### config.mk
export PLATFORM = sky130hd
export DESIGN_NAME = cache_result
export DESIGN_NICKNAME = d
export VERILOG_FILES = /design/src/logic/cache_pkg.sv /design/src/logic/cache_result.sv
export SDC_FILE = /design/constraint.sdc
export NUM_CORES = 1
export LEC_CHECK = 0
export ABC_CLOCK_PERIOD_IN_PS = 800
export BUFFER_PORTS_ARGS = -buffer_cell sky130_fd_sc_hd__buf_2
export CORE_AREA = 10 10 200 202
export DETAILED_ROUTE_END_ITERATION = 16
export DIE_AREA = 0 0 210 212
export GPL_ROUTABILITY_DRIVEN = 0
export GPL_TIMING_DRIVEN = 0
export SLEW_MARGIN = 20
export SYNTH_ARGS = -nofsm -noshare
export SYNTH_HDL_FRONTEND = slang
export SYNTH_SLANG_ARGS = --single-unit
### constraint.sdc
create_clock -name vclk -period 0.8
set_input_delay 0.04 -clock vclk [all_inputs]
set_output_delay 0.04 -clock vclk [all_outputs]
set_load 0.005 [all_outputs]
### src/logic/cache_pkg.sv
package cache_pkg;

    //////////////////////////////////////////////////
    // Cache geometry
    //////////////////////////////////////////////////

    localparam int NUM_WAYS = 4;
    localparam int NUM_SETS = 16;
    localparam int INDEX_W  = 4;
    localparam int OFFSET_W = 3;
    localparam int LINE_W   = 64;
    localparam int ADDR_W   = 32;
    localparam int TAG_W    = ADDR_W - INDEX_W - OFFSET_W;

    //////////////////////////////////////////////////
    // Vector types
    //////////////////////////////////////////////////

    typedef logic [TAG_W-1:0]              tag_t;
    typedef logic [INDEX_W-1:0]            index_t;
    typedef logic [LINE_W-1:0]             line_t;
    typedef logic [ADDR_W-1:0]             addr_t;
    typedef logic [$clog2(NUM_WAYS)-1:0]   way_t;
    typedef logic [NUM_WAYS-1:0]           way_vec_t;

    // Tree state. Bit 2 picks the half, bit 1 picks within ways 0/1,
    // bit 0 picks within ways 2/3. A zero bit points at the lower way.
    typedef logic [NUM_WAYS-2:0]           plru_t;

    //////////////////////////////////////////////////
    // Bundles
    //////////////////////////////////////////////////

    typedef struct packed {
        logic   rd;
        logic   wr;
        logic   wdirty;
        index_t index;
        tag_t   tag;
        line_t  wmask;
        line_t  wdata;
    } cache_req_t;

    typedef struct packed {
        logic  valid;
        logic  dirty;
        tag_t  tag;
        line_t data;
    } way_out_t;

    // Merge set means a masked update of a hit line, clear means a full fill.
    typedef struct packed {
        logic  en;
        logic  merge;
        logic  dirty;
        line_t wmask;
        line_t data;
    } way_wr_t;

    typedef struct packed {
        logic  en;
        addr_t addr;
        line_t data;
    } wb_req_t;

endpackage

### src/logic/cache_result.sv
`timescale 1ns/1ns

module cache_result
    import cache_pkg::*;
(
    input  logic     rd,
    input  index_t   index,
    input  way_vec_t hit_vec,
    input  way_t     victim,
    input  logic     evict,
    input  way_out_t ways [NUM_WAYS],
    output line_t    rdata,
    output wb_req_t  wb
);

    line_t hit_line;

    // At most one way hits, so the lines can simply be ORed.
    always_comb begin
        hit_line = '0;
        for (int w = 0; w < NUM_WAYS; w++) begin
            if (hit_vec[w]) begin
                hit_line = hit_line | ways[w].data;
            end
        end
    end

    assign rdata = rd ? hit_line : '0;

    //////////////////////////////////////////////////
    // Write-back of the evicted line
    //////////////////////////////////////////////////

    always_comb begin
        wb.en   = evict;
        wb.addr = '0;
        wb.data = '0;
        if (evict) begin
            wb.addr = {ways[victim].tag, index, {OFFSET_W{1'b0}}};
            wb.data = ways[victim].data;
        end
    end

endmodule

Yosys cells after proc, flatten, opt, wreduce, memory -nomap -nowiden
Cells that the tools add are included.

storage, ports and cells
  bits in registers = 0
  latch bits = 0
  bits in writable memories = 0
  ROM bits = 0
  input bits = 376
  output and inout bits = 161
  logic and storage cells = 14
  memories kept = 0

operators by class
  $add $sub $neg = 0
  multipliers = 0
  divide/modulo/power cells = 0
  $lt $le $gt $ge = 1
  equal/unequal tests = 0
  shift operators = 0
  mux-type cells = 9
  bitwise logic cells = 4
  reductions and logical operators = 0

operator list
  cell                count
  $mux 64             5
  $or 64x64->64       3
  $bmux 91 s2         1
  $mux 89             2
  $mux 96             1
  $ge 3x3->1 const B  1
  $not 2->3           1

Depth between registers and ports, before layout
  depth in word-level cells = 8
  gate-level depth with buffers = 5

Least setup slack after synthesis
Ideal clock, no wire load.

  kind = in2out
  start = input port victim[1]
  end = output port wb[74] in the netlist's numbering
  arrival = 0.753 ns
  data required time = 0.760 ns
  path slack = 0.007 ns
  cell stages on the path = 5
  path buffers = 3
  cell sequence = nand2b_1 > buf_6 > buf_6 > buf_4 > o22ai_1

RTL lines
  what             RTL line            text
  start, declared  cache_result.sv:9   input way_t victim,
  end, declared    cache_result.sv:13  output wb_req_t wb

==> metrics.md <==
| Metric | Value |
|---|---|
| Cell Rows | `70` |
| Yosys top cell area share | `between 40 and 50%` |
| RSZ-0062 raised after global routing | `true` |
| Syn Inst Count | `544` |
| Initial core utilization | `between 10% and 20%` |
| GRT overflow | `0` |
| Top Ports | `537` |
| WS Path Type | `input pin to output port` |
| Placed Instances | `roughly 1500` |
| Fmax | `about 900 MHz` |
| Via Count | `7869` |
| DRC | `0` |
| Final hold violations | `0` |
| Pre-CTS WS | `-1.07 ns` |
| Max incr delay on CP | `0.16 ns` |
| Slew Limit Fails | `0` |
| Fin Hold WS | `roughly 0.36 ns` |
| Cts hold-fix bufs | `0` |
| Estimated wirelength of the detail-placed design | `29.7 mm` |
| Setup TNS | `-21.59 ns` |
| Synth Area in XOR/XNOR | `0%` |
| Clock period minus worst slack | `between 1 and 1.5 ns` |
| Initial antenna violation count | `2` |
| Share of cells above drive strength 1 | `between 70% and 80%` |
| Largest family of logic cells by synthesized area | `compound AO/OA/AOI/OAI gates` |
| Setup WS post-layout | `-0.308 ns` |
| Multiplexer share of the synthesized area | `40.4%` |
| Die area | `approximately 0.045 sq mm` |
| Antenna Nets Post-Route | `0` |
| Detail-routed via count per cell | `approximately 5` |
| Pin count of the biggest net entering global routing | `11` |
| Most frequent cell after synthesis | `mux2i_1` |
| WP data arrival | `~1.1 ns` |
| Area of the core | `about 0.036 sq mm` |
| Peak fanout along the critical path | `9` |
| Leading area contributor after synthesis | `mux2i_1` |
| Wire per inst | `about 26 microns` |
| Sequential cell area fraction in the yosys report | `0%` |
| Simple-gate share of the synthesized area | `less than 1%` |
| Die height | `212 microns` |
| CP Cell Sequence | `buf_8 -> nand2b_4 -> buf_12 -> buf_12 -> buf_12 -> o22ai_4 -> buf_2` |
| Library cells used by synthesis | `16` |
| First-pass GRT wire length | `between 50 and 60 mm` |
| Clock buf count | `0` |
| Top post-synthesis cells by area | `mux2i_1, a22oi_1, o22ai_1` |
| Pwr dens | `slightly above 600 mW/mm^2` |
| FFs & Latches | `0` |
| Leakage | `5.13 nW` |
| Layout Cells excl Fill | `approximately 1600` |
| WP data required | `roughly 0.76 ns` |
| Status | `finished, violations left` |
| Element type at the critical path end | `output port` |
| Max-cap viol count | `0` |
| Fill cell count | `approximately 3800` |
| Area Overhead vs Synth | `139%` |
| Synthesized area per cell | `about 8.1 sq um` |
| Post-Synth Adder-Cell Area | `0%` |
| Final WL | `41.8 mm` |
| Crit-path slowest cell | `buf_12` |
| Final net count | `about 1500` |
| Die Wd | `between 200 and 250 microns` |
| Mapped Area | `~0.0044 sq mm` |
| Maximum VDD drop | `0.319 mV` |
| Port Buffer Count | `520` |
| Final critical-path share of the clock period | `138%` |
| CP startpoint kind | `input pin` |
| Starting DRT DRC Count | `581` |
| Synthesis Warnings | `0` |
| # setup viols final | `~130` |
| Violated checks | `setup timing` |
| HP Class | `input pin to output port` |
| FF/Latch Area | `0 sq um` |
| Complex-gate fraction of the synthesized area | `roughly 45%` |
| Vias in the first global route | `8549` |
| Design Area, Final | `~0.011 sq mm` |
| Total Routing Usage GR | `16.5%` |
| Post-synth top cells | `mux2i_1, a22oi_1, o22ai_1, a21boi_1, buf_2` |
| Dpl cell area | `0.00761 sq mm` |
| Drt pass-1 iters | `5` |
| Cell repeated most along the worst path | `buf_12` |
==> layer usage <==
metal  routed length [microns]  track usage (%)
met3                      3440             4.28
met5                         0                0
met4                      1710             5.68
met2                     20400             29.2
met1                     16300             18.7
==> area by class of cell <==
cell class / count / area [sq um] / share of cell area (%)
Multi-Input combinational cell: 468 / 4980 / 47.2
Tap cell: 468 / 586 / 5.56
Timing Repair Buffer: 581 / 3820 / 36.3
Buffer: 71 / 1150 / 10.9
Antenna cell: 1 / 2.50 / 0.0237
==> path summary, 6_finish.rpt <==
kind	start	to	depth (start not counted)
min	index[1]	wb[68]	3
max	victim[1]	wb[80]	7
==> power by group <==
group | internal (mW) | switching, mW
Combinational | 3.48 | 3.10
Clock | 0.000000167 | 0
Sequential | 0 | 0
Total | 3.48 | 3.10
==> stage by stage <==
stage               total power [mW]  utilization (%)
CTS                             6.10             27.5
global route                    6.94             29.2
detailed placement              4.56             21.1
floorplan                       2.13                -
global placement                4.50             21.1
finish                          6.57             29.2
==> kinds of logic after synthesis <==
group | Yosys count
and+or+nand+nor | 6
buffers and inverters | 78
muxes | 178
other | 1
AOI/OAI and AO/OA | 281
==> worst max-delay path: cells and delay by family <==
kind / cells / cell delay (ns)
buffers and inverters: 5 / 0.72
AO/OA/AOI/OAI: 1 / 0.16
AND/OR/NAND/NOR: 1 / 0.14
==> repair_timing <==
action                                  4_1_cts  5_1_grt
gates resized for setup                     348      127
gates cloned                                 25       12
buffers inserted                             26        7
pin swaps                                   115       72
hold endpoints to repair                      0        0
endpoints found under the setup margin      153      151
==> cell usage in the layout (no fill, tap or decap) <==
master	Yosys	final
a21boi_1	60	48
a21boi_2	0	12
a21boi_4	0	4
a22oi_1	128	25
a22oi_2	0	103
and2_1	4	4
buf_12	10	37
buf_16	0	21
buf_2	31	519
buf_4	6	12
buf_6	5	18
buf_8	2	15
clkbuf_16	0	15
clkbuf_2	0	2
clkbuf_4	5	4
clkbuf_8	0	9
conb_1	1	3
diode_2	0	1
mux2i_1	178	139
mux2i_2	0	25
mux2i_4	0	14
nand2_8	0	1
nand2b_4	0	1
o22ai_1	89	51
o22ai_2	0	36
o22ai_4	0	2
Power figures use the tool's default switching activity.
