[src/logic/cache_pkg.sv]
package cache_pkg;

    //////////////////////////////////////////////////
    // Cache geometry
    //////////////////////////////////////////////////

    localparam int NUM_WAYS = 4;
    localparam int NUM_SETS = 16;
    localparam int INDEX_W  = 4;
    localparam int OFFSET_W = 3;
    localparam int LINE_W   = 64;
    localparam int ADDR_W   = 32;
    localparam int TAG_W    = ADDR_W - INDEX_W - OFFSET_W;

    //////////////////////////////////////////////////
    // Vector types
    //////////////////////////////////////////////////

    typedef logic [TAG_W-1:0]              tag_t;
    typedef logic [INDEX_W-1:0]            index_t;
    typedef logic [LINE_W-1:0]             line_t;
    typedef logic [ADDR_W-1:0]             addr_t;
    typedef logic [$clog2(NUM_WAYS)-1:0]   way_t;
    typedef logic [NUM_WAYS-1:0]           way_vec_t;

    // Tree state. Bit 2 picks the half, bit 1 picks within ways 0/1,
    // bit 0 picks within ways 2/3. A zero bit points at the lower way.
    typedef logic [NUM_WAYS-2:0]           plru_t;

    //////////////////////////////////////////////////
    // Bundles
    //////////////////////////////////////////////////

    typedef struct packed {
        logic   rd;
        logic   wr;
        logic   wdirty;
        index_t index;
        tag_t   tag;
        line_t  wmask;
        line_t  wdata;
    } cache_req_t;

    typedef struct packed {
        logic  valid;
        logic  dirty;
        tag_t  tag;
        line_t data;
    } way_out_t;

    // Merge set means a masked update of a hit line, clear means a full fill.
    typedef struct packed {
        logic  en;
        logic  merge;
        logic  dirty;
        line_t wmask;
        line_t data;
    } way_wr_t;

    typedef struct packed {
        logic  en;
        addr_t addr;
        line_t data;
    } wb_req_t;

endpackage

[src/logic/cache_replace_execute.sv]
`timescale 1ns/1ns

module cache_replace_execute
    import cache_pkg::*;
(
    input  logic       clk,
    input  logic       rst_n,
    input  cache_req_t req,
    input  way_vec_t   hit_vec,
    input  logic       hit,
    input  way_vec_t   valid_vec,
    input  way_vec_t   dirty_vec,
    output way_wr_t    way_wr [NUM_WAYS],
    output way_t       victim,
    output logic       evict
);

    plru_t plru_table [NUM_SETS];
    plru_t cur_plru;
    plru_t next_plru;
    logic  access;
    logic  miss;

    assign access   = req.rd | req.wr;
    assign miss     = access & ~hit;
    assign cur_plru = plru_table[req.index];

    //////////////////////////////////////////////////
    // Victim choice
    //////////////////////////////////////////////////

    always_comb begin
        if (!cur_plru[2]) begin
            victim = cur_plru[1] ? way_t'(1) : way_t'(0);
        end else begin
            victim = cur_plru[0] ? way_t'(3) : way_t'(2);
        end
    end

    // Only a dirty, valid victim needs to go back to memory.
    assign evict = miss & valid_vec[victim] & dirty_vec[victim];

    // Writes go to the hit way, or on a miss fill the victim whole.
    always_comb begin
        for (int w = 0; w < NUM_WAYS; w++) begin
            way_wr[w].en    = req.wr & (hit ? hit_vec[w] : (victim == way_t'(w)));
            way_wr[w].merge = hit;
            way_wr[w].dirty = req.wdirty;
            way_wr[w].wmask = req.wmask;
            way_wr[w].data  = req.wdata;
        end
    end

    //////////////////////////////////////////////////
    // Replacement state
    //////////////////////////////////////////////////

    // Point the tree away from the way that was just used.
    always_comb begin
        next_plru = cur_plru;
        if (hit_vec[0]) begin
            next_plru[2:1] = 2'b11;
        end else if (hit_vec[1]) begin
            next_plru[2:1] = 2'b10;
        end else if (hit_vec[2]) begin
            next_plru[2] = 1'b0;
            next_plru[0] = 1'b1;
        end else if (hit_vec[3]) begin
            next_plru[2] = 1'b0;
            next_plru[0] = 1'b0;
        end
    end

    always_ff @(posedge clk or negedge rst_n) begin
        if (!rst_n) begin
            for (int s = 0; s < NUM_SETS; s++) begin
                plru_table[s] <= '0;
            end
        end else if (access && hit) begin
            plru_table[req.index] <= next_plru;
        end
    end

endmodule

[config.mk]
export PLATFORM = sky130hd
export DESIGN_NAME = cache_replace_execute
export DESIGN_NICKNAME = d
export VERILOG_FILES = /design/src/logic/cache_pkg.sv /design/src/logic/cache_replace_execute.sv
export SDC_FILE = /design/constraint.sdc
export NUM_CORES = 1
export LEC_CHECK = 0
export BUFFER_PORTS_ARGS = -buffer_cell sky130_fd_sc_hd__buf_2
export CAP_MARGIN = 0
export CORE_AREA = 3 3 274 276
export CTS_CLUSTER_DIAMETER = 150
export CTS_CLUSTER_SIZE = 30
export DETAILED_ROUTE_END_ITERATION = 8
export DIE_AREA = 0 0 277 279
export GPL_TIMING_DRIVEN = 1
export SETUP_SLACK_MARGIN = 0.15
export SYNTH_ARGS = -nofsm -noshare
export SYNTH_HDL_FRONTEND = slang
export SYNTH_SLANG_ARGS = --single-unit
[constraint.sdc]
create_clock -name clk -period 3.25 [get_ports clk]
set_clock_uncertainty 0.1 [all_clocks]
set_input_delay 0.4875 -clock clk [delete_from_list [all_inputs] [get_ports clk]]
set_output_delay 0.4875 -clock clk [all_outputs]
set_load 0.03 [all_outputs]
* After elaboration in Yosys (flattened, before gate mapping)
Cells that the tools add are included.
** Word-level totals
- Input port bits :: 175
- Register bits :: 48
- Output and inout bits :: 527
** Cells by class
- Equality and inequality tests :: 3
- Muxes and demuxes :: 26
- Order comparisons :: 3
- Bitwise logic cells :: 10
- Reductions and logical operators :: 3
** Operators with widths (count)
- $bwmux 48 :: 1
- $mux 1 :: 16
- $bmux 3 s4 :: 1
- $demux 3 s4 :: 1
- $mux 3 :: 3
- $and 1x1->1 :: 7
- $ge 5x5->1 const B :: 1
- $lt 5x1->1 const B :: 1
- $not 4->5 :: 1
- $bmux 1 s2 :: 2
- $eq 2x2->1 const B :: 2
- $mux 2 :: 2
- $lt 2x3->1 const B :: 1
- $eq 2x1->1 const B :: 1
- $logic_and 1x1->1 :: 2
- $logic_not 2->1 :: 1
- $not 1->1 :: 1
- $or 1x1->1 :: 1

* Longest topological paths before layout
- Word-level depth :: 10
- Gate-level depth with buffers :: 8
- Gate-level depth less buffers :: 5

* Worst setup path before layout
No wires, ideal clock.
- Path type :: in2out
- From :: input req[153] (netlist bit)
- To :: output evict
- Stages on the path :: 6
- Path buffers :: 2
- Arrival time :: 2.969 ns
- Data required time :: 2.662 ns
- Setup slack :: -0.307 ns
- Cells stage by stage :: buf_6 > buf_6 > mux4_2 > nand3b_1 > nand4_2 > a2111oi_1
** Between the ends
- Elaborated cells on any way between the ends :: 13
- Those cells by class :: 10 x mux; 3 x bitwise
** RTL lines
- start: declaration :: line cache_replace_execute.sv:8 : input cache_req_t req,
- $not 4->5 (not written as such) (*) :: line cache_replace_execute.sv:26 : assign cur_plru = plru_table[req.index];
- $bmux 3 s4 (*) :: line cache_replace_execute.sv:26
- $mux 3 (not written as such) (*) (2 in a row) :: line cache_replace_execute.sv:26
- $mux 2 (*) :: line cache_replace_execute.sv:33 : if (!cur_plru[2]) begin
- net victim[1] :: line cache_replace_execute.sv:14 : output way_t victim,
- $bmux 1 s2 :: line cache_replace_execute.sv:41 : assign evict = miss & valid_vec[victim] & dirty_vec[victim];
- $mux 1 (not written as such) :: line cache_replace_execute.sv:41
- $and 1x1->1 :: line cache_replace_execute.sv:41
- $and 1x1->1 (*) :: line cache_replace_execute.sv:41
- end: declaration :: line cache_replace_execute.sv:15 : output logic evict
Mark *: on every way through the listed nets, which the timed path passes. The rest lies on a longest branch. The select of a mux whose other input is x is not followed.

==> summary.md <==
| Metric | Value |
|---|---|
| Run status | completed |
| Core footprint | roughly 73000 um2 |
| Comb power frac | 33.4% |
| WL/cell | approximately 25 um |
| Power Total | between 2 and 2.5 mW |
| Gr usage total | 7.52% |
| Root cell of the clock tree | clkbuf_16 |
| Filler cell count | around 8.6k |
| Actual slew at the worst max-slew pin | 1.09 ns |
| Sink Count | 48 |
| Ys async rst share | 100% |
| Routed Antenna Nets | 0 |
| Final HPWL DP | ~27000 um |
| Die Area | 77300 um2 |
| FF-to-FF Start | plru_table[27] |
| Slew headroom | between 20% and 30% |
| Final Cycle Share | just over 90% |
| Worst path required time | ~2.7 ns |
| RSZ-0062 raised after global routing | true |
| Crit-path max FO | 13 |
| Mapped Area | between 6000 and 7000 um2 |
| Fmax | approximately 330 MHz |
| Die H | ~280 um |
| IO Port Bufs | 31 |
| Primary FF master, synth | dfrtp_1 |
| Final Hold Viols | 0 |
| Fin crit period | approximately 3.0 ns |
| Max FFs per register | 48 |
| WL final | just over 30000 um |
| Initial antenna violation count | 3 |
| Largest Register | plru_table |
| DRT iter0 DRCs | roughly 150 |
| First-pass GRT wire length | roughly 37000 um |
| Clk slew on worst S/H paths | around 0.06 ns |
| Top post-synthesis cells by area | buf_4 (62%), dfrtp_1 (19%), mux4_2 (4.3%) |
| FP Rows | just under 100 |
| Pin count of the biggest net entering global routing | roughly 50 |
| Vias in the first global route | around 2.8k |
| Startpoint Class | input pin |
| Share of cells above drive strength 1 | a little under a third |
| HP Class | in -> async |
| Fin. max-slew vios | 0 |
| Sw Ratio | about a third |
| CTS Buffer Depth | 2 |
| Max Cap Viol | 0 |
| I/O Pins | 702 |
| Layout Utilization | around 5.6% |
| Max IR drop VDD | between 0.2 and 0.25 mV |
| Post-synth top area cell | buf_4 |
| Worst-Skew Late Latency | 0.29 ns |
| Syn_area_per_cell | 8.32 um2 |
| Flop and latch count out of synthesis | 48 |
| Top cell type's share of synthesized area | between 60% and 70% |
| TritonCTS clock tree | yes |
| Power per cell area | around 490 nW/um2 |
| Post-synth EDFFs | 0 |
| Initial Util | under 10% |
| P_sw | between 0.6 and 0.7 mW |
| Clock network fraction of design power | 24.4% |
| DIE WIDTH | roughly 280 um |
| Net Count, Synth | between 900 and 1k |
| Most common cell after layout, fill and taps aside | nor2_1 |
| Flop pwr share | a little over two fifths |
| WP data arrival | 2.44 ns |
| Via-to-Cell Ratio | between 2 and 2.5 |
| Final setup fails | 0 |
| TritonRoute pass-1 iters | 4 |
| Post-synthesis sequential area ratio | a little under a fifth |
| Number of remaining DRC errors | 0 |
| Fin nets | 458 |
| Top flop regs | plru_table x48 |
| Mapped Cells | about 750 |
| Htree depth | 2 |
| TritonCTS buffer count | 5 |
| Via Count | approximately 2.6k |
| Pleak | around 1.3 nW |
| RePlAce Congestion | between 0.7 and 0.8 |
| Critical path origin | req[153] |
| Distinct cells, synth | 34 |
| Crit Path Class | in -> out |
| Internal power | approximately 1.4 mW |
| Area growth syn-to-layout | -35.0% |
| Final antenna diode count | 0 |
| Most frequent cells in the layout | nor2_1 (62), a21oi_1 (48), dfrtp_1 (48) |
| YS warnings | 0 |
| CP Capture Type | primary output |
| Total global routing overflow | 0 |
cells in the mapped netlist (3+ instances only):
| master | n |
|---|---|
| buf_4 | 522 |
| nor2_1 | 62 |
| a21oi_1 | 49 |
| dfrtp_1 | 48 |
| mux4_2 | 12 |
| nand2_1 | 10 |
| mux2i_1 | 5 |
| nand3_1 | 5 |
| nor3_1 | 4 |
| buf_2 | 3 |
| nand2b_1 | 3 |
| nor4_1 | 3 |
| o21ai_1 | 3 |
per-stage QoR:
step | TNS, ns | instance area (um2) | setup slack [ns] | cells | hold slack, ns
2_1_floorplan | 0 | 6280 | 0.102 | 754 | 0.0919
3_3_place_gp | -0.411 | 3850 | -0.278 | 1234 | 0.403
3_5_place_dp | -0.363 | 3850 | -0.227 | 1234 | 0.414
4_1_cts | 0 | 4030 | 0.167 | 1241 | 0.349
5_1_grt | 0 | 4080 | 0.124 | 1242 | 0.387
6_report | 0 | 4080 | 0.223 | 1242 | 0.296
metal layers:
| layer | track usage, % | routed length [um] | up-vias |
|---|---|---|---|
| met3 | 13.0 | 11300 | 100 |
| met2 | 9.30 | 11300 | 573 |
| li1 | - | - | 929 |
| met4 | 4.20 | 1970 | 4 |
| met1 | 4.57 | 6250 | 984 |
| met5 | 1.10 | 49 | - |
layout make-up:
class                      count  area, um2  area share [%]
sequential                    48       1200            29.4
tap                          959       1200            29.4
multi-input combinational    173       1170            28.7
timing repair buffer          52        364            8.92
clock buffer                   6        129            3.16
inverter                       3       11.3           0.276
clock inverter                 1       5.00           0.123
power groups by stage:
stage          sequential, mW  clock (mW)  combinational [mW]
2_1_floorplan           0.829           0                1.58
3_3_place_gp            0.855           0               0.617
3_5_place_dp            0.861           0               0.630
4_1_cts                 0.852       0.499               0.650
5_1_grt                 0.870       0.529               0.745
6_report                0.851       0.490               0.672
critical path, cell delays in order:
cell and delay (ns):
buf_12 0.13, buf_4 0.16, mux4_2 0.49, nand3b_1 0.11
nand4_2 0.19, buf_4 0.21, nand2b_1 0.15, buf_4 0.14
o21ai_1 0.16, buf_4 0.19
path summary, 6_finish.rpt:
| kind | cells past startpoint | slack (ns) | to |
|---|---|---|---|
| max reg2reg | 8 | 1.03 | plru_table[30] |
| min in group clk | 2 | 0.42 | plru_table[23] |
| min reg2reg | 2 | 0.42 | plru_table[23] |
| max | 10 | 0.22 | way_wr[392] |
| min | 1 | 0.30 | plru_table[5] |
| max in group asynchronous | 1 | 2.08 | plru_table[45] |
cell families after synthesis:
group	synth area share (%)
buffers and inverters	63.4
AND/OR/NAND/NOR	6.52
AO/OA/AOI/OAI	5.58
flip-flops	19.1
multiplexers	5.34
repair_timing:
item | CTS | global route
setup endpoints to repair | 5 | 2
setup buffers | 0 | 1
gates resized for setup | 10 | 9
hold buffers | 0 | 0
pin swaps | 0 | 1
Power figures use the tool's default switching activity.
