**config.mk**
```make
export PLATFORM = sky130hd
export DESIGN_NAME = cache_lookup_decode
export DESIGN_NICKNAME = d
export VERILOG_FILES = /design/src/logic/cache_pkg.sv /design/src/logic/cache_lookup_decode.sv
export SDC_FILE = /design/constraint.sdc
export NUM_CORES = 1
export LEC_CHECK = 0
export ABC_AREA = 1
export CAP_MARGIN = 5
export CORE_AREA = 5 5 152 154
export DETAILED_ROUTE_END_ITERATION = 7
export DIE_AREA = 0 0 157 159
export DONT_BUFFER_PORTS = 1
export RECOVER_POWER = 50
export SYNTH_ARGS = -nofsm -noshare
export SYNTH_HDL_FRONTEND = slang
export SYNTH_SLANG_ARGS = --single-unit
```
**constraint.sdc**
```tcl
create_clock -name vclk -period 1
set_clock_uncertainty 0.05 [all_clocks]
set_input_delay 0.1 -clock vclk [all_inputs]
set_output_delay 0.1 -clock vclk [all_outputs]
set_load 0.1 [all_outputs]
```
**src/logic/cache_pkg.sv**
```systemverilog
package cache_pkg;

    //////////////////////////////////////////////////
    // Cache geometry
    //////////////////////////////////////////////////

    localparam int NUM_WAYS = 4;
    localparam int NUM_SETS = 16;
    localparam int INDEX_W  = 4;
    localparam int OFFSET_W = 3;
    localparam int LINE_W   = 64;
    localparam int ADDR_W   = 32;
    localparam int TAG_W    = ADDR_W - INDEX_W - OFFSET_W;

    //////////////////////////////////////////////////
    // Vector types
    //////////////////////////////////////////////////

    typedef logic [TAG_W-1:0]              tag_t;
    typedef logic [INDEX_W-1:0]            index_t;
    typedef logic [LINE_W-1:0]             line_t;
    typedef logic [ADDR_W-1:0]             addr_t;
    typedef logic [$clog2(NUM_WAYS)-1:0]   way_t;
    typedef logic [NUM_WAYS-1:0]           way_vec_t;

    // Tree state. Bit 2 picks the half, bit 1 picks within ways 0/1,
    // bit 0 picks within ways 2/3. A zero bit points at the lower way.
    typedef logic [NUM_WAYS-2:0]           plru_t;

    //////////////////////////////////////////////////
    // Bundles
    //////////////////////////////////////////////////

    typedef struct packed {
        logic   rd;
        logic   wr;
        logic   wdirty;
        index_t index;
        tag_t   tag;
        line_t  wmask;
        line_t  wdata;
    } cache_req_t;

    typedef struct packed {
        logic  valid;
        logic  dirty;
        tag_t  tag;
        line_t data;
    } way_out_t;

    // Merge set means a masked update of a hit line, clear means a full fill.
    typedef struct packed {
        logic  en;
        logic  merge;
        logic  dirty;
        line_t wmask;
        line_t data;
    } way_wr_t;

    typedef struct packed {
        logic  en;
        addr_t addr;
        line_t data;
    } wb_req_t;

endpackage

```
**src/logic/cache_lookup_decode.sv**
```systemverilog
`timescale 1ns/1ns

module cache_lookup_decode
    import cache_pkg::*;
(
    input  tag_t     tag,
    input  way_out_t ways [NUM_WAYS],
    output way_vec_t hit_vec,
    output logic     hit
);

    // A way hits only with a valid entry whose stored tag matches.
    always_comb begin
        for (int w = 0; w < NUM_WAYS; w++) begin
            hit_vec[w] = ways[w].valid && (ways[w].tag == tag);
        end
    end

    assign hit = |hit_vec;

endmodule

```
**Yosys cells after proc, flatten, opt, wreduce, memory -nomap -nowiden**

Cells that the tools add are included.

- Register bits: 0
- Word-level logic and storage cells: 9
- Input bits: 389
- Output and inout bits: 5

- Reduce and logical (&&, ||, !) cells: 5
- Eq/ne operators: 4

Operator list:

| cell | count |
|---|---|
| $eq 25x25->1 | 4 |
| $logic_and 1x1->1 | 4 |
| $reduce_or 4->1 | 1 |

**Logic depth before layout (Yosys ltp)**

Gate-level depths: netlist of the first run.

- Depth in word-level cells: 3
- Mapped depth: 10
- Depth with buffers taken out: 10

**Worst setup path after synthesis of the first run**

No wires, ideal clock.

- Kind: input to output
- Start point: in tag[24]
- End point: out hit
- Setup slack: -1,383 ps
- Data required time: 850 ps
- Path buffers: 1
- Arrival time: 2,233 ps
- Stages: 8
- Path through: clkbuf_2 -> xnor2_1 -> nand2_1 -> nor2_1 -> nand3_1 -> nor2_2 -> nor2_1 -> nand2_1

- Longest elaborated chain between the ends: 3
- Elaborated cells between the ends (all ways): 9
- Those cells by class: 4 x eq/ne; 5 x reduce/logical

Ends and longest elaborated chain:

| what | RTL line | RTL |
|---|---|---|
| from (decl) | cache_lookup_decode.sv:6 | `input tag_t tag,` |
| $eq 25x25->1 | cache_lookup_decode.sv:15 | `hit_vec[w] = ways[w].valid && (ways[w].tag == tag);` |
| $logic_and 1x1->1 | cache_lookup_decode.sv:15 |  |
| named net hit_vec[1] | cache_lookup_decode.sv:8 | `output way_vec_t hit_vec,` |
| $reduce_or 4->1 | cache_lookup_decode.sv:19 | `assign hit = \|hit_vec;` |
| to (decl) | cache_lookup_decode.sv:9 | `output logic hit` |

The timed path passes the listed nets, and every way through them passes these cells.

**Worst setup path after layout of the first run**

- Start point: in tag[5]
- End point: out hit

- Longest elaborated chain between the ends: 3
- Elaborated cells between the ends (all ways): 9
- Those cells by class: 4 x eq/ne; 5 x reduce/logical

Ends and longest elaborated chain:

| what | RTL line |
|---|---|
| $eq 25x25->1 | cache_lookup_decode.sv:15 |
| $logic_and 1x1->1 | cache_lookup_decode.sv:15 |
| $reduce_or 4->1 * | cache_lookup_decode.sv:19 |

Mark *: on every way between the ends. The rest lies on a longest branch, timed or not.

==> results of run 1 <==
-- cell type report --
type / count / area (um2) / share of cell area, %
multi-input combinational: 345 / 1530 / 64.2
tap: 280 / 350 / 14.7
timing repair buffer: 6 / 98.8 / 4.15
inverter: 105 / 402 / 16.9
-- metal layers --
layer,part of all wire (%),GRT usage (%),up-vias
met1,30,8.30,935
met5,0.11,0,-
met4,0.36,0.237,2
met2,41,14.5,113
met3,28,11.0,4
li1,-,-,1296
-- how the worst max path moves through the flow --
stage,to,cells after the start
2_1_floorplan,hit,9
3_3_place_gp,hit_vec[3],8
3_5_place_dp,hit_vec[3],8
4_1_cts,hit,10
5_1_grt,hit,11
6_report,hit,11
-- layout by cell type (no fill, tap or decap), types with 4 or more instances in the layout --
| cell | instances |
|---|---|
| buf_12 | 4 |
| inv_1 | 81 |
| inv_2 | 21 |
| nand2_1 | 239 |
| nand2_2 | 6 |
| nor2_1 | 48 |
| nor2_2 | 4 |
| nor2_4 | 7 |
| o211ai_1 | 4 |
| o21ai_0 | 11 |
| o21ai_1 | 5 |
| xnor2_1 | 10 |
-- synth_stat cells, drive strengths merged --
library cell,count,share of area [%]
nand4,2,0.69
o21ai,16,4.4
nor2,59,13
xnor2,13,6.3
or2,1,0.34
nand2,246,51
o211ai,4,1.7
clkbuf,1,0.27
clkinv,1,0.21
nand3,4,1.1
inv,104,21
-- power by group through the flow --
stage	clock [uW]	combinational, uW	sequential, uW
after floorplan	0	500	0
after CTS	0	634	0
after global placement	0	622	0
after detailed placement	0	626	0
after global routing	0	749	0
final	0	639	0
-- cells by family after synthesis --
family | Yosys count | share of synthesized area, %
buf+inv | 106 | 21.9
simple gates | 312 | 65.7
xor+xnor | 13 | 6.26
compound gates | 20 | 6.05
-- what timing repair did --
| item | CTS | global route |
|---|---|---|
| pin swaps | 12 | 8 |
| gates resized for setup | 20 | 13 |
| setup endpoints to repair | 5 | 5 |
| setup buffers | 0 | 1 |
-- metrics by stage --
step / cells / worst slack (ns)
CTS: 735 / -0.356
global placement: 735 / -0.387
floorplan: 451 / -0.620
detailed placement: 735 / -0.420
global route: 736 / -0.504
finish: 736 / -0.436
==> flow_metrics.env, run 1 <==
export IMPL_grt_overflow=0
export IMPL_seq_cell_count=0
export IMPL_initial_utilization_pct=8.44
export IMPL_dpl_cell_area_mm2=0.00226
export IMPL_drv_cap=0
export IMPL_status="complete, but fails checks"
export IMPL_grt_antenna_before_repair=1
export IMPL_cts_hold_buffers=0
export IMPL_min_path_cells=6
export IMPL_p_sw_share_pct=58.3
export IMPL_grt_pass1_vias=2346
export IMPL_slowest_delay_ns=0.22
export IMPL_slew_viol_final=0
export IMPL_layout_drive_gt1_share_pct=11.2
export IMPL_end_kind="output port"
export IMPL_min_delay_start="ways[353]"
export IMPL_die_w_um=157
export IMPL_internal_power_uw=266
export IMPL_critPathMaxFanout=6
export IMPL_drc_errors=0
export IMPL_crit_path_cell_trace="clkinvlp_4, buf_6, nand2_2, nand2_1, nor2_1, nand2_1, nor2_1, nand2_2, nor2_4, nor2_4, nand2_8"
export IMPL_hold_violations=0
export IMPL_max_freq_mhz=696
export IMPL_layout_clock_buffers=0
export IMPL_grt_max_degree=8
export IMPL_seqPwrFrac_pct=0
export IMPL_syn_area_mm2=0.00182
export IMPL_dieArea_mm2=0.0250
export IMPL_comb_power_share_pct=100.0
export IMPL_min_to="hit_vec[0]"
export IMPL_clock_power_share_pct=0
export IMPL_gp_congestion=0.859
export IMPL_fin_nets=847
export IMPL_holdWs_ns=0.581
export IMPL_vias=2350
export IMPL_routed_via_density=3.19
export IMPL_required_ns=0.85
export IMPL_setup_tns_ns=-1.60
export IMPL_cp_arrival_ns=1.29
export IMPL_totalWireLength_um=12000
export IMPL_syn_inst=451
export IMPL_critPathKind="in -> out"
export IMPL_diodes=0
export IMPL_critPathLaunch="tag[5]"
export IMPL_setup_viol=5
export IMPL_drtIter0Drc=138
export IMPL_fp_dieH_um=159
export IMPL_finalCritPeriodShare_pct=144
export IMPL_syn_nets=840
export IMPL_hpwlAfterDp_um=11500
export IMPL_critPathTopFamily="simple AND/OR/NAND/NOR gates"
export IMPL_rows=54
export IMPL_register_area_um2=0
export IMPL_syn_to_final_growth_pct=30.8
export IMPL_synthDistinctLibCells=14
export IMPL_relSlewSlack_pct=77.7
export IMPL_yosysSeqAreaShare_pct=0
export IMPL_antenna_left=0
export IMPL_wl_per_cell_um=16.3
export IMPL_cp_num_buf_inv=2
export IMPL_pwr_density_cell_mw_per_mm2=269
export IMPL_fillers=2566
export IMPL_power_uw=639
export IMPL_coreArea_mm2=0.0216
export IMPL_finalCriticalPeriod_ns=1.44
export IMPL_ys_warn_count=0
export IMPL_grt_pass1_wl_um=16200
export IMPL_fin_util_pct=11.0
export IMPL_hold_class="in -> out"
export IMPL_firstDrtPassIters=4
export IMPL_setup_ws_ns=-0.436
export IMPL_pin_count=394
export IMPL_power_leakage_uw=0.00139
export IMPL_finalInstanceArea_mm2=0.00238
export IMPL_avgSynthCellArea_um2=4.03
export IMPL_netSwitchingPower_uw=373
export IMPL_vdd_drop_max_mv=0.0421
export IMPL_grt_util_all_layers_pct=9.25
export IMPL_cp_slowest_cell="nor2_4"
export IMPL_rsz0062_at_grt="true"
export IMPL_start_kind="primary input"
export IMPL_io_buffers=0
export IMPL_worstMarginPinSlew_ns=0.332
export IMPL_violations="setup timing"
No activity file was read; power rests on OpenSTA's default activity.
==> run 2: changes to the inputs <==
- CORE_AREA: 5 5 152 154 -> 5 5 148 150
- DIE_AREA: 0 0 157 159 -> 0 0 153 155
==> flow_metrics.env, run 2 (same netlist as run 1, synthesis figures left out) <==
export IMPL_status="complete, but fails checks"
export IMPL_violations="setup timing"
export IMPL_dpl_cell_area_mm2=0.00227
export IMPL_pwr_density_cell_mw_per_mm2=275
export IMPL_drv_cap=0
export IMPL_initial_utilization_pct=8.85
export IMPL_start_kind="primary input"
export IMPL_internal_power_uw=270
export IMPL_pre_cts_ws_ns=-0.446
export IMPL_slowest_delay_ns=0.19
export IMPL_drc_errors=0
export IMPL_grt_max_degree=8
export IMPL_power_leakage_uw=0.00140
export IMPL_pin_count=394
export IMPL_critPathMaxFanout=7
export IMPL_drtIter0Drc=110
export IMPL_layout_drive_gt1_share_pct=10.3
export IMPL_required_ns=0.85
export IMPL_grt_overflow=0
export IMPL_final_cell_mix="242 x nand2_1, 82 x inv_1, 50 x nor2_1"
export IMPL_slew_viol_final=0
export IMPL_netSwitchingPower_uw=379
export IMPL_diodes=0
export IMPL_routed_via_density=3.26
export IMPL_finalNonFillerCells=733
export IMPL_io_buffers=0
export IMPL_finalInstanceArea_mm2=0.00236
export IMPL_hpwlAfterDp_um=11200
export IMPL_finalCriticalPeriod_ns=1.36
export IMPL_hold_violations=0
export IMPL_grt_util_all_layers_pct=9.51
export IMPL_antenna_left=0
export IMPL_cts_hold_buffers=0
export IMPL_p_sw_share_pct=58.4
export IMPL_rsz0062_at_grt="true"
export IMPL_fillers=2489
export IMPL_fp_dieH_um=155
export IMPL_placed_cells=732
export IMPL_finalCritPeriodShare_pct=136
export IMPL_crit_path_cell_trace="clkinvlp_4, nand2_1, nand2_1, nor2_1, nand2_1, nor2_1, nand2_1, nor2_4, nor2_4, nand2_8"
export IMPL_cp_num_buf_inv=1
export IMPL_seqPwrFrac_pct=0
export IMPL_rows=53
export IMPL_gp_congestion=0.919
export IMPL_max_freq_mhz=735
export IMPL_vias=2388
export IMPL_worstMarginPinSlew_ns=0.223
export IMPL_grt_antenna_before_repair=0
export IMPL_register_area_um2=0
export IMPL_setup_viol=5
export IMPL_seq_cell_count=0
export IMPL_clock_power_share_pct=0
export IMPL_firstDrtPassIters=4
export IMPL_critPathTopFamily="simple AND/OR/NAND/NOR gates"
export IMPL_syn_to_final_growth_pct=29.8
export IMPL_wl_per_cell_um=16.0
export IMPL_grt_pass1_vias=2404
export IMPL_comb_power_share_pct=100.0
export IMPL_vdd_drop_max_mv=0.0380
export IMPL_cp_slowest_cell="nor2_4"
export IMPL_relSlewSlack_pct=85.0
export IMPL_dieArea_mm2=0.0237
export IMPL_final_common_cell="nand2_1"
export IMPL_die_w_um=153
export IMPL_fin_nets=849
export IMPL_coreArea_mm2=0.0206
export IMPL_totalWireLength_um=11800
export IMPL_layout_clock_buffers=0
export IMPL_setup_ws_ns=-0.361
export IMPL_hold_class="in -> out"
export IMPL_path_common_cell="nand2_1"
export IMPL_grt_pass1_wl_um=16200
export IMPL_critPathKind="in -> out"
export IMPL_end_kind="output port"
export IMPL_cp_arrival_ns=1.21
==> run 2: cell count changes in the layout (fill, tap and decap cells not counted), sizes merged <==
cell	delta
buf	+2
==> run 2: path summary, 6_finish.rpt <==
path	startpoint	depth (start not counted)	slack [ns]	endpoint
setup / recovery	tag[5]	10	-0.36	hit
hold / removal	tag[24]	6	0.59	hit_vec[2]
==> run 2: what timing repair did <==
action	in CTS	in global routing
gates resized for setup	16	8
endpoints found under the setup margin	5	5
pin swaps	10	3
buffers inserted	1	0
==> run 2: cell type report <==
cell class         instances  area (um2)  area share [%]
inverters                105         402            17.0
repair buffers             8         105            4.45
well taps                275         344            14.6
multi-input cells        345        1510            64.0
==> run 2: metrics by stage <==
stage | hold WS [ns] | utilization, % | total power (uW) | setup TNS, ns
after floorplan | 0.479 | - | 500 | -1.56
after global placement | 0.626 | 11.0 | 651 | -1.97
after detailed placement | 0.633 | 11.0 | 653 | -1.96
after CTS | 0.584 | 11.4 | 662 | -1.69
after global routing | 0.638 | 11.5 | 769 | -2.09
final | 0.590 | 11.5 | 649 | -1.57
==> run 2: metal layers <==
metal  vias to the layer above  share of wire, %  track usage [%]
li1                       1300                 -                -
met1                       969                38             10.5
met2                       115                42             15.0
met3                         4                20             7.79
met4                         0              0.89            0.636
met5                         -                 0                0
==> run 2: power groups by stage <==
| stage | clock [uW] | combinational (uW) | sequential [uW] |
|---|---|---|---|
| 5_1_grt | 0 | 769 | 0 |
| 3_3_place_gp | 0 | 651 | 0 |
| 2_1_floorplan | 0 | 500 | 0 |
| 3_5_place_dp | 0 | 653 | 0 |
| 6_report | 0 | 649 | 0 |
| 4_1_cts | 0 | 662 | 0 |
