`src/logic/cache_pkg.sv`:
```
package cache_pkg;

    //////////////////////////////////////////////////
    // Cache geometry
    //////////////////////////////////////////////////

    localparam int NUM_WAYS = 4;
    localparam int NUM_SETS = 16;
    localparam int INDEX_W  = 4;
    localparam int OFFSET_W = 3;
    localparam int LINE_W   = 64;
    localparam int ADDR_W   = 32;
    localparam int TAG_W    = ADDR_W - INDEX_W - OFFSET_W;

    //////////////////////////////////////////////////
    // Vector types
    //////////////////////////////////////////////////

    typedef logic [TAG_W-1:0]              tag_t;
    typedef logic [INDEX_W-1:0]            index_t;
    typedef logic [LINE_W-1:0]             line_t;
    typedef logic [ADDR_W-1:0]             addr_t;
    typedef logic [$clog2(NUM_WAYS)-1:0]   way_t;
    typedef logic [NUM_WAYS-1:0]           way_vec_t;

    // Tree state. Bit 2 picks the half, bit 1 picks within ways 0/1,
    // bit 0 picks within ways 2/3. A zero bit points at the lower way.
    typedef logic [NUM_WAYS-2:0]           plru_t;

    //////////////////////////////////////////////////
    // Bundles
    //////////////////////////////////////////////////

    typedef struct packed {
        logic   rd;
        logic   wr;
        logic   wdirty;
        index_t index;
        tag_t   tag;
        line_t  wmask;
        line_t  wdata;
    } cache_req_t;

    typedef struct packed {
        logic  valid;
        logic  dirty;
        tag_t  tag;
        line_t data;
    } way_out_t;

    // Merge set means a masked update of a hit line, clear means a full fill.
    typedef struct packed {
        logic  en;
        logic  merge;
        logic  dirty;
        line_t wmask;
        line_t data;
    } way_wr_t;

    typedef struct packed {
        logic  en;
        addr_t addr;
        line_t data;
    } wb_req_t;

endpackage

```
`src/logic/cache_way_store.sv`:
```
`timescale 1ns/1ns

module cache_way_store
    import cache_pkg::*;
(
    input  logic     clk,
    input  logic     rst_n,
    input  index_t   index,
    input  tag_t     tag,
    input  way_wr_t  wr,
    output way_out_t way
);

    tag_t                tag_mem  [NUM_SETS];
    line_t               data_mem [NUM_SETS];
    logic [NUM_SETS-1:0] valid_q;
    logic [NUM_SETS-1:0] dirty_q;

    line_t               old_line;
    line_t               new_line;

    // Reads are combinational at the request index.
    assign old_line  = data_mem[index];
    assign way.valid = valid_q[index];
    assign way.dirty = dirty_q[index];
    assign way.tag   = tag_mem[index];
    assign way.data  = old_line;

    // A hit keeps the unmasked bits of the stored line.
    assign new_line = wr.merge ? ((old_line & ~wr.wmask) | (wr.data & wr.wmask))
                               : wr.data;

    //////////////////////////////////////////////////
    // Flags
    //////////////////////////////////////////////////

    always_ff @(posedge clk or negedge rst_n) begin
        if (!rst_n) begin
            valid_q <= '0;
            dirty_q <= '0;
        end else if (wr.en) begin
            valid_q[index] <= 1'b1;
            dirty_q[index] <= wr.dirty;
        end
    end

    //////////////////////////////////////////////////
    // Tag and data arrays
    //////////////////////////////////////////////////

    always_ff @(posedge clk) begin
        if (wr.en) begin
            tag_mem[index]  <= tag;
            data_mem[index] <= new_line;
        end
    end

endmodule

```
`config.mk`:
```
export PLATFORM = sky130hd
export DESIGN_NAME = cache_way_store
export DESIGN_NICKNAME = d
export VERILOG_FILES = /design/src/logic/cache_pkg.sv /design/src/logic/cache_way_store.sv
export SDC_FILE = /design/constraint.sdc
export NUM_CORES = 1
export LEC_CHECK = 0
export BUFFER_PORTS_ARGS = -buffer_cell sky130_fd_sc_hd__buf_2
export CAP_MARGIN = 20
export CORE_MARGIN = 1
export CORE_UTILIZATION = 55
export CTS_BUF_LIST = sky130_fd_sc_hd__clkbuf_16
export DETAILED_ROUTE_END_ITERATION = 8
export PLACE_DENSITY_LB_ADDON = 0.12
export SYNTH_ARGS = -nofsm -noshare
export SYNTH_HDL_FRONTEND = slang
export SYNTH_SLANG_ARGS = --single-unit
```
`constraint.sdc`:
```
create_clock -name clk -period 2.2 [get_ports clk]
set_input_delay 0.44 -clock clk [delete_from_list [all_inputs] [get_ports clk]]
set_output_delay 0.44 -clock clk [all_outputs]
set_load 0.05 [all_outputs]
```
Word level (Yosys, flattened, before mapping)
Memories as Yosys holds them, arrays and structs flattened. Cells that the tools add are included.

Order comparisons: 2. Muxes and demuxes: 10. Bitwise operators: 5. Reductions and logical operators: 1.

Operator list (number): $and A64 B64 Y64 (2); $mux W64 (1); $not A64 Y64 (1); $or A64 B64 Y64 (1); $bwmux W16 (1); $or A16 B16 Y16 (1); $bmux W1 S4 (2); $lt A4 B5 Y1 const B (1); $mux W1 (5); $demux W1 S4 (1); $ge A4 B1 Y1 const B (1); $logic_and A1 B1 Y1 (1).

Register bits: 32. Bits in writable memories: 1424. Output and inout port bits: 91. Word-level logic and storage cells: 22. Memories: 2.

Memories: data_mem (depth 16, bits a word 64, read ports 1, clocked after Yosys merged registers in 0, write ports 1, line cache_way_store.sv:15) `line_t data_mem [NUM_SETS];`; tag_mem (depth 16, bits a word 25, read ports 1, clocked after Yosys merged registers in 0, write ports 1, line cache_way_store.sv:14) `tag_t tag_mem [NUM_SETS];`.

Depth between registers and ports, before layout
Gate-level depths: netlist of run 1.

Word-level depth: 5. Mapped depth: 7.

Worst setup path after synthesis of run 1
Ideal clock, no wire load.

Path type: input port to flip-flop. From: input port index[2]. To: register dirty_q[11]. Library setup time: 0.084 ns. Arrival: 5.629 ns. Data required time: 2.116 ns. Setup slack: -3.513 ns. Stages on the path: 6. Cells stage by stage: buf_2 buf_4 buf_2 nand3b_1 nor2_1 mux2_2.

Cells in the longest elaborated chain, start to end: 5.

RTL lines: start: declaration (line cache_way_store.sv:8) `input index_t index,`; $lt A4 B5 Y1 (implied by the code) or $ge A4 B1 Y1 (tied branches) (line cache_way_store.sv:43) `dirty_q[index] <= wr.dirty;`; $logic_and A1 B1 Y1 (implied by the code) (line cache_way_store.sv:43); $mux W1 (implied by the code) (line cache_way_store.sv:43); $demux W1 S4 * (line cache_way_store.sv:43); $bwmux W16 * (line cache_way_store.sv:43); end signal: indexed assignment (line cache_way_store.sv:43); end: declaration (line cache_way_store.sv:17) `logic [NUM_SETS-1:0] dirty_q;`.

Every way passes the cells marked *; elsewhere a longest branch is shown, timed or not. A chain may end at the register's enable or synchronous reset.

==> results of run 1 <==
layout make-up:
| class | count | area share (%) |
|---|---|---|
| Clock inverter | 101 | 0.978 |
| Tap cell | 1357 | 2.40 |
| Sequential cell | 1456 | 61.6 |
| Antenna cell | 2 | 0.00707 |
| Inverter | 1 | 0.00530 |
| Clock buffer | 155 | 5.48 |
| Timing Repair Buffer | 772 | 11.0 |
| Multi-Input combinational cell | 1091 | 18.6 |
routing by layer:
metal,GRT usage [%],vias to the layer above
li1,-,12800
met1,34.9,15500
met2,42.8,983
met3,4.41,212
met4,8.24,16
met5,0,-
final timing paths:
check	end	slack, ns	cells past startpoint
worst max register to register	data_mem[10][39]	0.25	7
worst min register to register	valid_q[10]	0.47	1
worst min-delay path	tag_mem[5][14]	0.07	1
worst max-delay path	way[69]	-0.58	3
min in group asynchronous	valid_q[2]	0.30	2
max in group asynchronous	dirty_q[4]	1.42	2
power groups by stage:
| stage | Sequential (mW) | Clock [mW] | Combinational (mW) |
|---|---|---|---|
| 6_report | 31.4 | 23.6 | 5.70 |
| 5_1_grt | 31.4 | 25.1 | 6.01 |
| 4_1_cts | 31.4 | 24.0 | 5.61 |
| 3_5_place_dp | 32.0 | 0 | 5.05 |
| 3_3_place_gp | 31.9 | 0 | 4.93 |
| 2_1_floorplan | 31.9 | 0 | 2.91 |
placed cells by master, fill, tap and decap left out, types with 32 or more instances in the layout:
cell,netlist,layout
edfxtp_1,1424,1424
buf_4,25,360
mux4_2,263,263
mux2i_1,256,252
buf_2,44,157
clkbuf_16,0,155
buf_12,0,153
buf_6,0,95
a22oi_1,128,94
nand2b_1,65,65
nand2_1,66,64
o31ai_1,64,64
nor2_2,5,47
a21oi_1,64,45
inv_1,0,36
a22oi_2,0,34
clkinv_1,0,34
o22ai_2,0,33
dfrtp_1,32,32
state kept, by name, indices dropped and copies added (netlist names):
signal and cells:
data_mem 1024, dirty_q 16, tag_mem 400, valid_q 16
timing repair:
item,in CTS,in global routing
gates resized for setup,335,72
setup endpoints to repair,91,91
pin swaps,30,24
buffers inserted,29,10
endpoints found under the hold margin,32,0
gates cloned,1,0
hold buffers,1,0
worst reg2reg max path, stage by stage, from the launching register on:
cell and delay (ns):
edfxtp_1 0.36, mux4_2 0.52, o22ai_4 0.20, buf_4 0.14
buf_4 0.10, buf_4 0.09, o31ai_1 0.08, buf_4 0.20
kinds of logic (layout without fill, tap and decap cells):
group / count (synthesis) / count (layout) / synth area share [%]
buffers and inverters: 147 / 1029 / 1.25
and+or+nand+nor: 236 / 236 / 2.01
muxes: 535 / 535 / 15.4
other: 0 / 2 / 0
DFF: 1456 / 1456 / 77.5
AOI/OAI and AO/OA: 320 / 320 / 3.85
==> results by group, run 1 <==
Outcome
  • Run status: finished, violations left
  • Failing checks: setup timing

Setup path
  • Top Family by Delay on Critical Path: multiplexers
  • Reg-to-reg critical path startpoint: data_mem[12][39]
  • Crit end category: output port
  • WP data arrival: 2.34 ns
  • Worst EP required: 1.76 ns
  • Startpoint Class: flop
  • Critical-path top delay cell: mux4_2
  • Worst Setup SP: tag_mem[11][5]
  • WP buf/inv: 1
  • Max incr delay on CP: 0.54 ns
  • Most frequent cell on the critical path: mux4_2
  • CP cell instances: mux4_2 -> mux4_2 -> buf_6
  • Crit Path Class: flop to output port
  • Critical path peak fanout: 1

Timing
  • Max frequency: 360 MHz
  • Final Hold Viols: 0
  • RSZ-0062 raised after global routing: true
  • Crit share post-route: 126%
  • Hold_ws: 0.0680 ns
  • Final setup violation count: 91
  • Final Critical Period: 2.78 ns
  • PnR worst setup slack: -0.580 ns
  • Rel. slew slack: 27.6%
  • Clock skew: 0.0173 ns
  • Worst Tran Pin Value: 1.08 ns
  • Post-Route Setup TNS: -29.65 ns
  • Slew Viols, Final: 0

Placement
  • Place WS: -0.507 ns
  • Hpwl dp: 80.5 mm
  • Area after DPL: 0.0642 sq mm
  • IO buf count: 252
  • Placed cell count: 4636
  • RD Place Congestion: 0.792

Synthesis
  • YS warnings: 0
  • Synth top cells by count: 1424 x edfxtp_1, 263 x mux4_2, 256 x mux2i_1
  • Asr flop ratio synth: 2.20%
  • Most frequent cell after synthesis: edfxtp_1
  • Ranking of synthesized cells by area: edfxtp_1 76%, mux4_2 11%, mux2i_1 4.6%
  • Cell variety after synth: 26
  • Number of enable flip-flop cells after synthesis: 1424
  • Mapped cell area: 0.0562 sq mm
  • Synthesized instance count: 2694
  • Syn Area/Cell: 20.9 sq um
  • Mapped Nets: 2856
  • Top FF cell, synth: edfxtp_1
  • #FFs+latches synth: 1456
  • Sequential area share after synthesis: 77.5%
  • Synth top area share: 76.1%
  • Yosys top cell by area: edfxtp_1

Power
  • Internal power: 47.5 mW
  • Leak pwr: 24.5 nW
  • Tot Pwr: 60.7 mW
  • Worst vdd ir: 0.000672 V
  • Net Sw Frac: 21.8%
  • Clock power frac: 38.9%
  • Register share of total power: 51.7%
  • Cell Pwr Density: 858 mW/mm^2
  • Comb power frac: 9.4%
  • Net Switching: 13.2 mW

Detailed routing
  • DRC Markers: 0
  • First drt pass iteration count: 5
  • DRT iter0 DRCs: 2544
  • Met3 Routed Length: 8.55 mm
  • Met1 WL: 52.7 mm
  • Routed wl met2: 65.7 mm
  • Routed Antenna Nets: 0
  • Post-DR vias/cell: 5.97
  • Routed WL per cell: 26.4 microns
  • Top Metal Used: met5
  • Final WL: 130 mm
  • Vias: 29500

Floorplanning
  • Die area: 0.103 sq mm
  • Die Y: 322 microns
  • Core area: 0.101 sq mm
  • Horiz. Die Dim: 322 microns
  • Top Ports: 253
  • Site Rows: 116
  • Starting density of the core: 55.8%

CTS
  • CTS tree: done
  • Clock sinks: 1456
  • CTS root buffer: clkbuf_16
  • Clock-pin slew on the worst setup and hold paths: 0.06 ns
  • Clock Latency Late Sink: 0.73 ns
  • CTS buffer count: 147
  • H-Tree Depth: 4
  • CTS max path bufs: 3

Global routing
  • Overall routing resource usage: 25.7%
  • First-pass GRT wire length: 194 mm
  • Initial antenna violation count: 10
  • Largest net degree at the start of global routing: 65
  • Grt ovf: 0
  • Vias in the first global route: 30900

Final layout
  • Layout Utilization: 70.3%
  • Finished Cell Area: 0.0708 sq mm
  • Multi-input gate area: 0.0132 sq mm
  • Seq. cell area: 0.0436 sq mm
  • Fillers: 6201
  • Finished Layout Cells: 4935
  • Synthesis-to-finish area growth: 25.9%
  • Layout cells sized above 1: 40.2%
  • Layout Nets: 3631

Worst hold path
  • Class of the worst hold path: input pin to flop
  • HP Start: tag[14]

Flow run
  • Max_cap viols: 0
(Power assumes the default switching activity.)
==> inputs of run 2 (changes only) <==
--- a/config.mk
+++ b/config.mk
@@ -15,3 +15,4 @@
 export SYNTH_ARGS = -nofsm -noshare
 export SYNTH_HDL_FRONTEND = slang
 export SYNTH_SLANG_ARGS = --single-unit
+export TNS_END_PERCENT = 10
==> run 2 against run 1 <==
Against the previous run: the flow still finishes with violations (setup timing); die area did not move; combinational power decreased by 4.9%; fmax is essentially flat; clock power hardly changed; worst hold slack gained 0.0011 ns; worst setup slack improved by 0.0020 ns; cell count down 0.81%; sequential power hardly changed; non-clock buffer count down 40; count of clock-buffer cells in the layout stayed put; flip-flop and latch count is the same; largest cell class unchanged; largest power group unchanged.
==> results by group, run 2 (synthesis results as in run 1) <==
Setup path
  • Startpoint Class: flop
  • R2R depth: 6 (-1)
  • Crit end category: output port
  • Top Family by Delay on Critical Path: multiplexers
  • Worst EP required: 1.76 ns (about the same)
  • WP buf/inv: 1 (unchanged)
  • Most frequent cell on the critical path: mux4_2
  • Reg2reg setup slack: 0.40 ns (+0.15 ns)
  • WP data arrival: 2.34 ns (about the same)
  • Critical path peak fanout: 1 (unchanged)
  • Critical-path top delay cell: mux4_2
  • CP cell instances: mux4_2 -> mux4_2 -> buf_6
  • RR Endpoint: data_mem[10][26]
  • Crit path depth: 3 (unchanged)
  • Reg-to-reg critical path startpoint: data_mem[13][26]
  • Crit Path Class: flop to output port
  • Max incr delay on CP: 0.54 ns (about the same)

Worst hold path
  • HP Start: tag[14]
  • Worst Hold End: tag_mem[5][14]
  • Class of the worst hold path: input pin to flop
  • Hold Path Cell Cnt: 1 (unchanged)

Floorplanning
  • Top Ports: 253 (unchanged)
  • Die area: 0.103 sq mm (unchanged)
  • Site Rows: 116 (unchanged)
  • Die Y: 322 microns (unchanged)
  • Starting density of the core: 55.8% (unchanged)
  • Horiz. Die Dim: 322 microns (unchanged)
  • Core area: 0.101 sq mm (unchanged)

CTS
  • CTS max path bufs: 3 (unchanged)
  • H-Tree Depth: 4 (unchanged)
  • Clock sinks: 1456 (unchanged)
  • CTS root buffer: clkbuf_16
  • CTS buffer count: 147 (unchanged)
  • Clock Latency Late Sink: 0.74 ns (about the same)
  • Clock-pin slew on the worst setup and hold paths: 0.06 ns (about the same)
  • CTS tree: done

Timing
  • Final Critical Period: 2.78 ns (-0.00202 ns)
  • Crit share post-route: 126% (about the same)
  • RSZ-0062 raised after global routing: true
  • Max frequency: 360 MHz (about the same)
  • Worst Tran Pin Value: 1.09 ns (+0.00293 ns)
  • Slew Viols, Final: 0 (unchanged)
  • Post-Route Setup TNS: -30.52 ns (-0.871 ns)
  • Final Hold Viols: 0 (unchanged)
  • Final setup violation count: 91 (unchanged)
  • Rel. slew slack: 27.4% (-0.20 points)
  • PnR worst setup slack: -0.578 ns (+0.00203 ns)
  • Clock skew: 0.0170 ns (-0.000328 ns)

Detailed routing
  • Vias: 29200 (-0.82%)
  • DRT iter0 DRCs: 2534 (-0.39%)
  • First drt pass iteration count: 5 (unchanged)
  • DRC Markers: 0 (unchanged)
  • Final WL: 129 mm (-0.96%)
  • Post-DR vias/cell: 5.97 (about the same)
  • Routed Antenna Nets: 0 (unchanged)
  • Routed WL per cell: 26.4 microns (-0.15%)

Final layout
  • Most frequent cells in the layout: 1424 x edfxtp_1, 339 x buf_4, 263 x mux4_2
  • Register with the most flip-flops: data_mem
  • Synthesis-to-finish area growth: 24.3%
  • Fillers: 6312 (+1.8%)
  • Layout Utilization: 69.4% (-0.90 points)
  • Largest registers: data_mem (1024), tag_mem (400)
  • Commonest non-fill, non-tap cell in the layout: edfxtp_1
  • Layout cells sized above 1: 37.5% (-2.7 points)
  • Layout Nets: 3591 (-1.1%)
  • Largest register FFs: 1024 (unchanged)
  • Finished Cell Area: 0.0699 sq mm (-1.3%)

Outcome
  • Failing checks: setup timing
  • Run status: finished, violations left

Power
  • Cell Pwr Density: 865 mW/mm^2 (+0.81%)
  • Net Sw Frac: 21.7% (-0.11 points)
  • Net Switching: 13.1 mW (-0.98%)
  • Clock power frac: 39.1% (+0.2 points)
  • Register share of total power: 51.9% (+0.2 points)
  • Internal power: 47.3 mW (-0.34%)
  • Worst vdd ir: 0.000668 V (-0.54%)
  • Comb power frac: 9.0% (-0.4 points)
  • Tot Pwr: 60.4 mW (-0.48%)
  • Leak pwr: 24.2 nW (-1.2%)

Placement
  • Area after DPL: 0.0642 sq mm (unchanged)
  • IO buf count: 252 (unchanged)
  • Hpwl dp: 80.5 mm (unchanged)
  • RD Place Congestion: 0.792 (unchanged)
  • Place WS: -0.507 ns (unchanged)

Global routing
  • Overall routing resource usage: 25.5% (-0.18 points)
  • First-pass GRT wire length: 192 mm (-0.68%)
  • Grt ovf: 0 (unchanged)
  • Initial antenna violation count: 10 (unchanged)
  • Largest net degree at the start of global routing: 65 (unchanged)
  • Vias in the first global route: 30700 (-0.76%)

Flow run
  • Max_cap viols: 0 (unchanged)
run 2: changes by cell type in the layout (fill, tap and decap cells not counted), moves of 4 or more:
| cell | change |
|---|---|
| buf_6 | -20 |
| a22oi_1 | +28 |
| nor2_2 | -34 |
| buf_4 | -21 |
| nor2_1 | +41 |
| nor2_4 | -7 |
| o22ai_4 | -23 |
| o22ai_2 | +22 |
| mux2i_2 | -4 |
| mux2i_1 | +4 |
| buf_2 | +4 |
| a22oi_2 | -28 |
run 2: metrics by stage:
step / hold WS [ns] / std cells
6_report: 0.0691 / 4895
5_1_grt: 0.0660 / 4894
4_1_cts: 0.0215 / 4893
3_5_place_dp: 0.451 / 4636
3_3_place_gp: 0.448 / 4636
2_1_floorplan: 0.144 / 2694
run 2: per-layer routing:
layer / GRT usage (%) / up-vias / routed length, microns
met5: 0 / - / 104
met4: 8.12 / 16 / 3070
met3: 4.22 / 199 / 8120
met2: 42.4 / 995 / 65000
met1: 34.9 / 15300 / 52800
li1: - / 12700 / -
run 2: area by class of cell:
type,instances,area (sq um),share of cell area [%]
Tap cell,1357,1700,2.43
Sequential cell,1456,43600,62.3
Clock buffer,155,3880,5.55
Timing Repair Buffer,732,7320,10.5
Multi-Input combinational cell,1091,12700,18.2
Clock inverter,101,692,0.990
Antenna cell,2,5.00,0.00716
Inverter,1,3.75,0.00537
run 2: how the worst max path moves through the flow:
stage	start	endpoint	slack (ns)
after floorplan	index[2]	dirty_q[11]	-0.97
after global placement	index[0]	tag_mem[14][5]	-0.49
after detailed placement	index[0]	tag_mem[14][16]	-0.51
after CTS	tag_mem[7][5]	way[69]	-0.62
after global routing	tag_mem[7][5]	way[69]	-0.61
final	tag_mem[11][5]	way[69]	-0.58
run 2: power groups by stage:
stage                     logic [mW]  registers [mW]  clock network (mW)
after floorplan                 2.91            31.9                   0
after global placement          4.93            31.9                   0
after detailed placement        5.05            32.0                   0
after CTS                       5.42            31.4                24.0
after global routing            5.74            31.4                25.0
final                           5.42            31.4                23.6
run 2: timing repair:
action,in CTS,in global routing
hold buffers,1,0
hold endpoints to repair,32,0
endpoints found under the setup margin,91,91
resized for setup,243,39
setup buffers,0,0
pin swaps,8,3
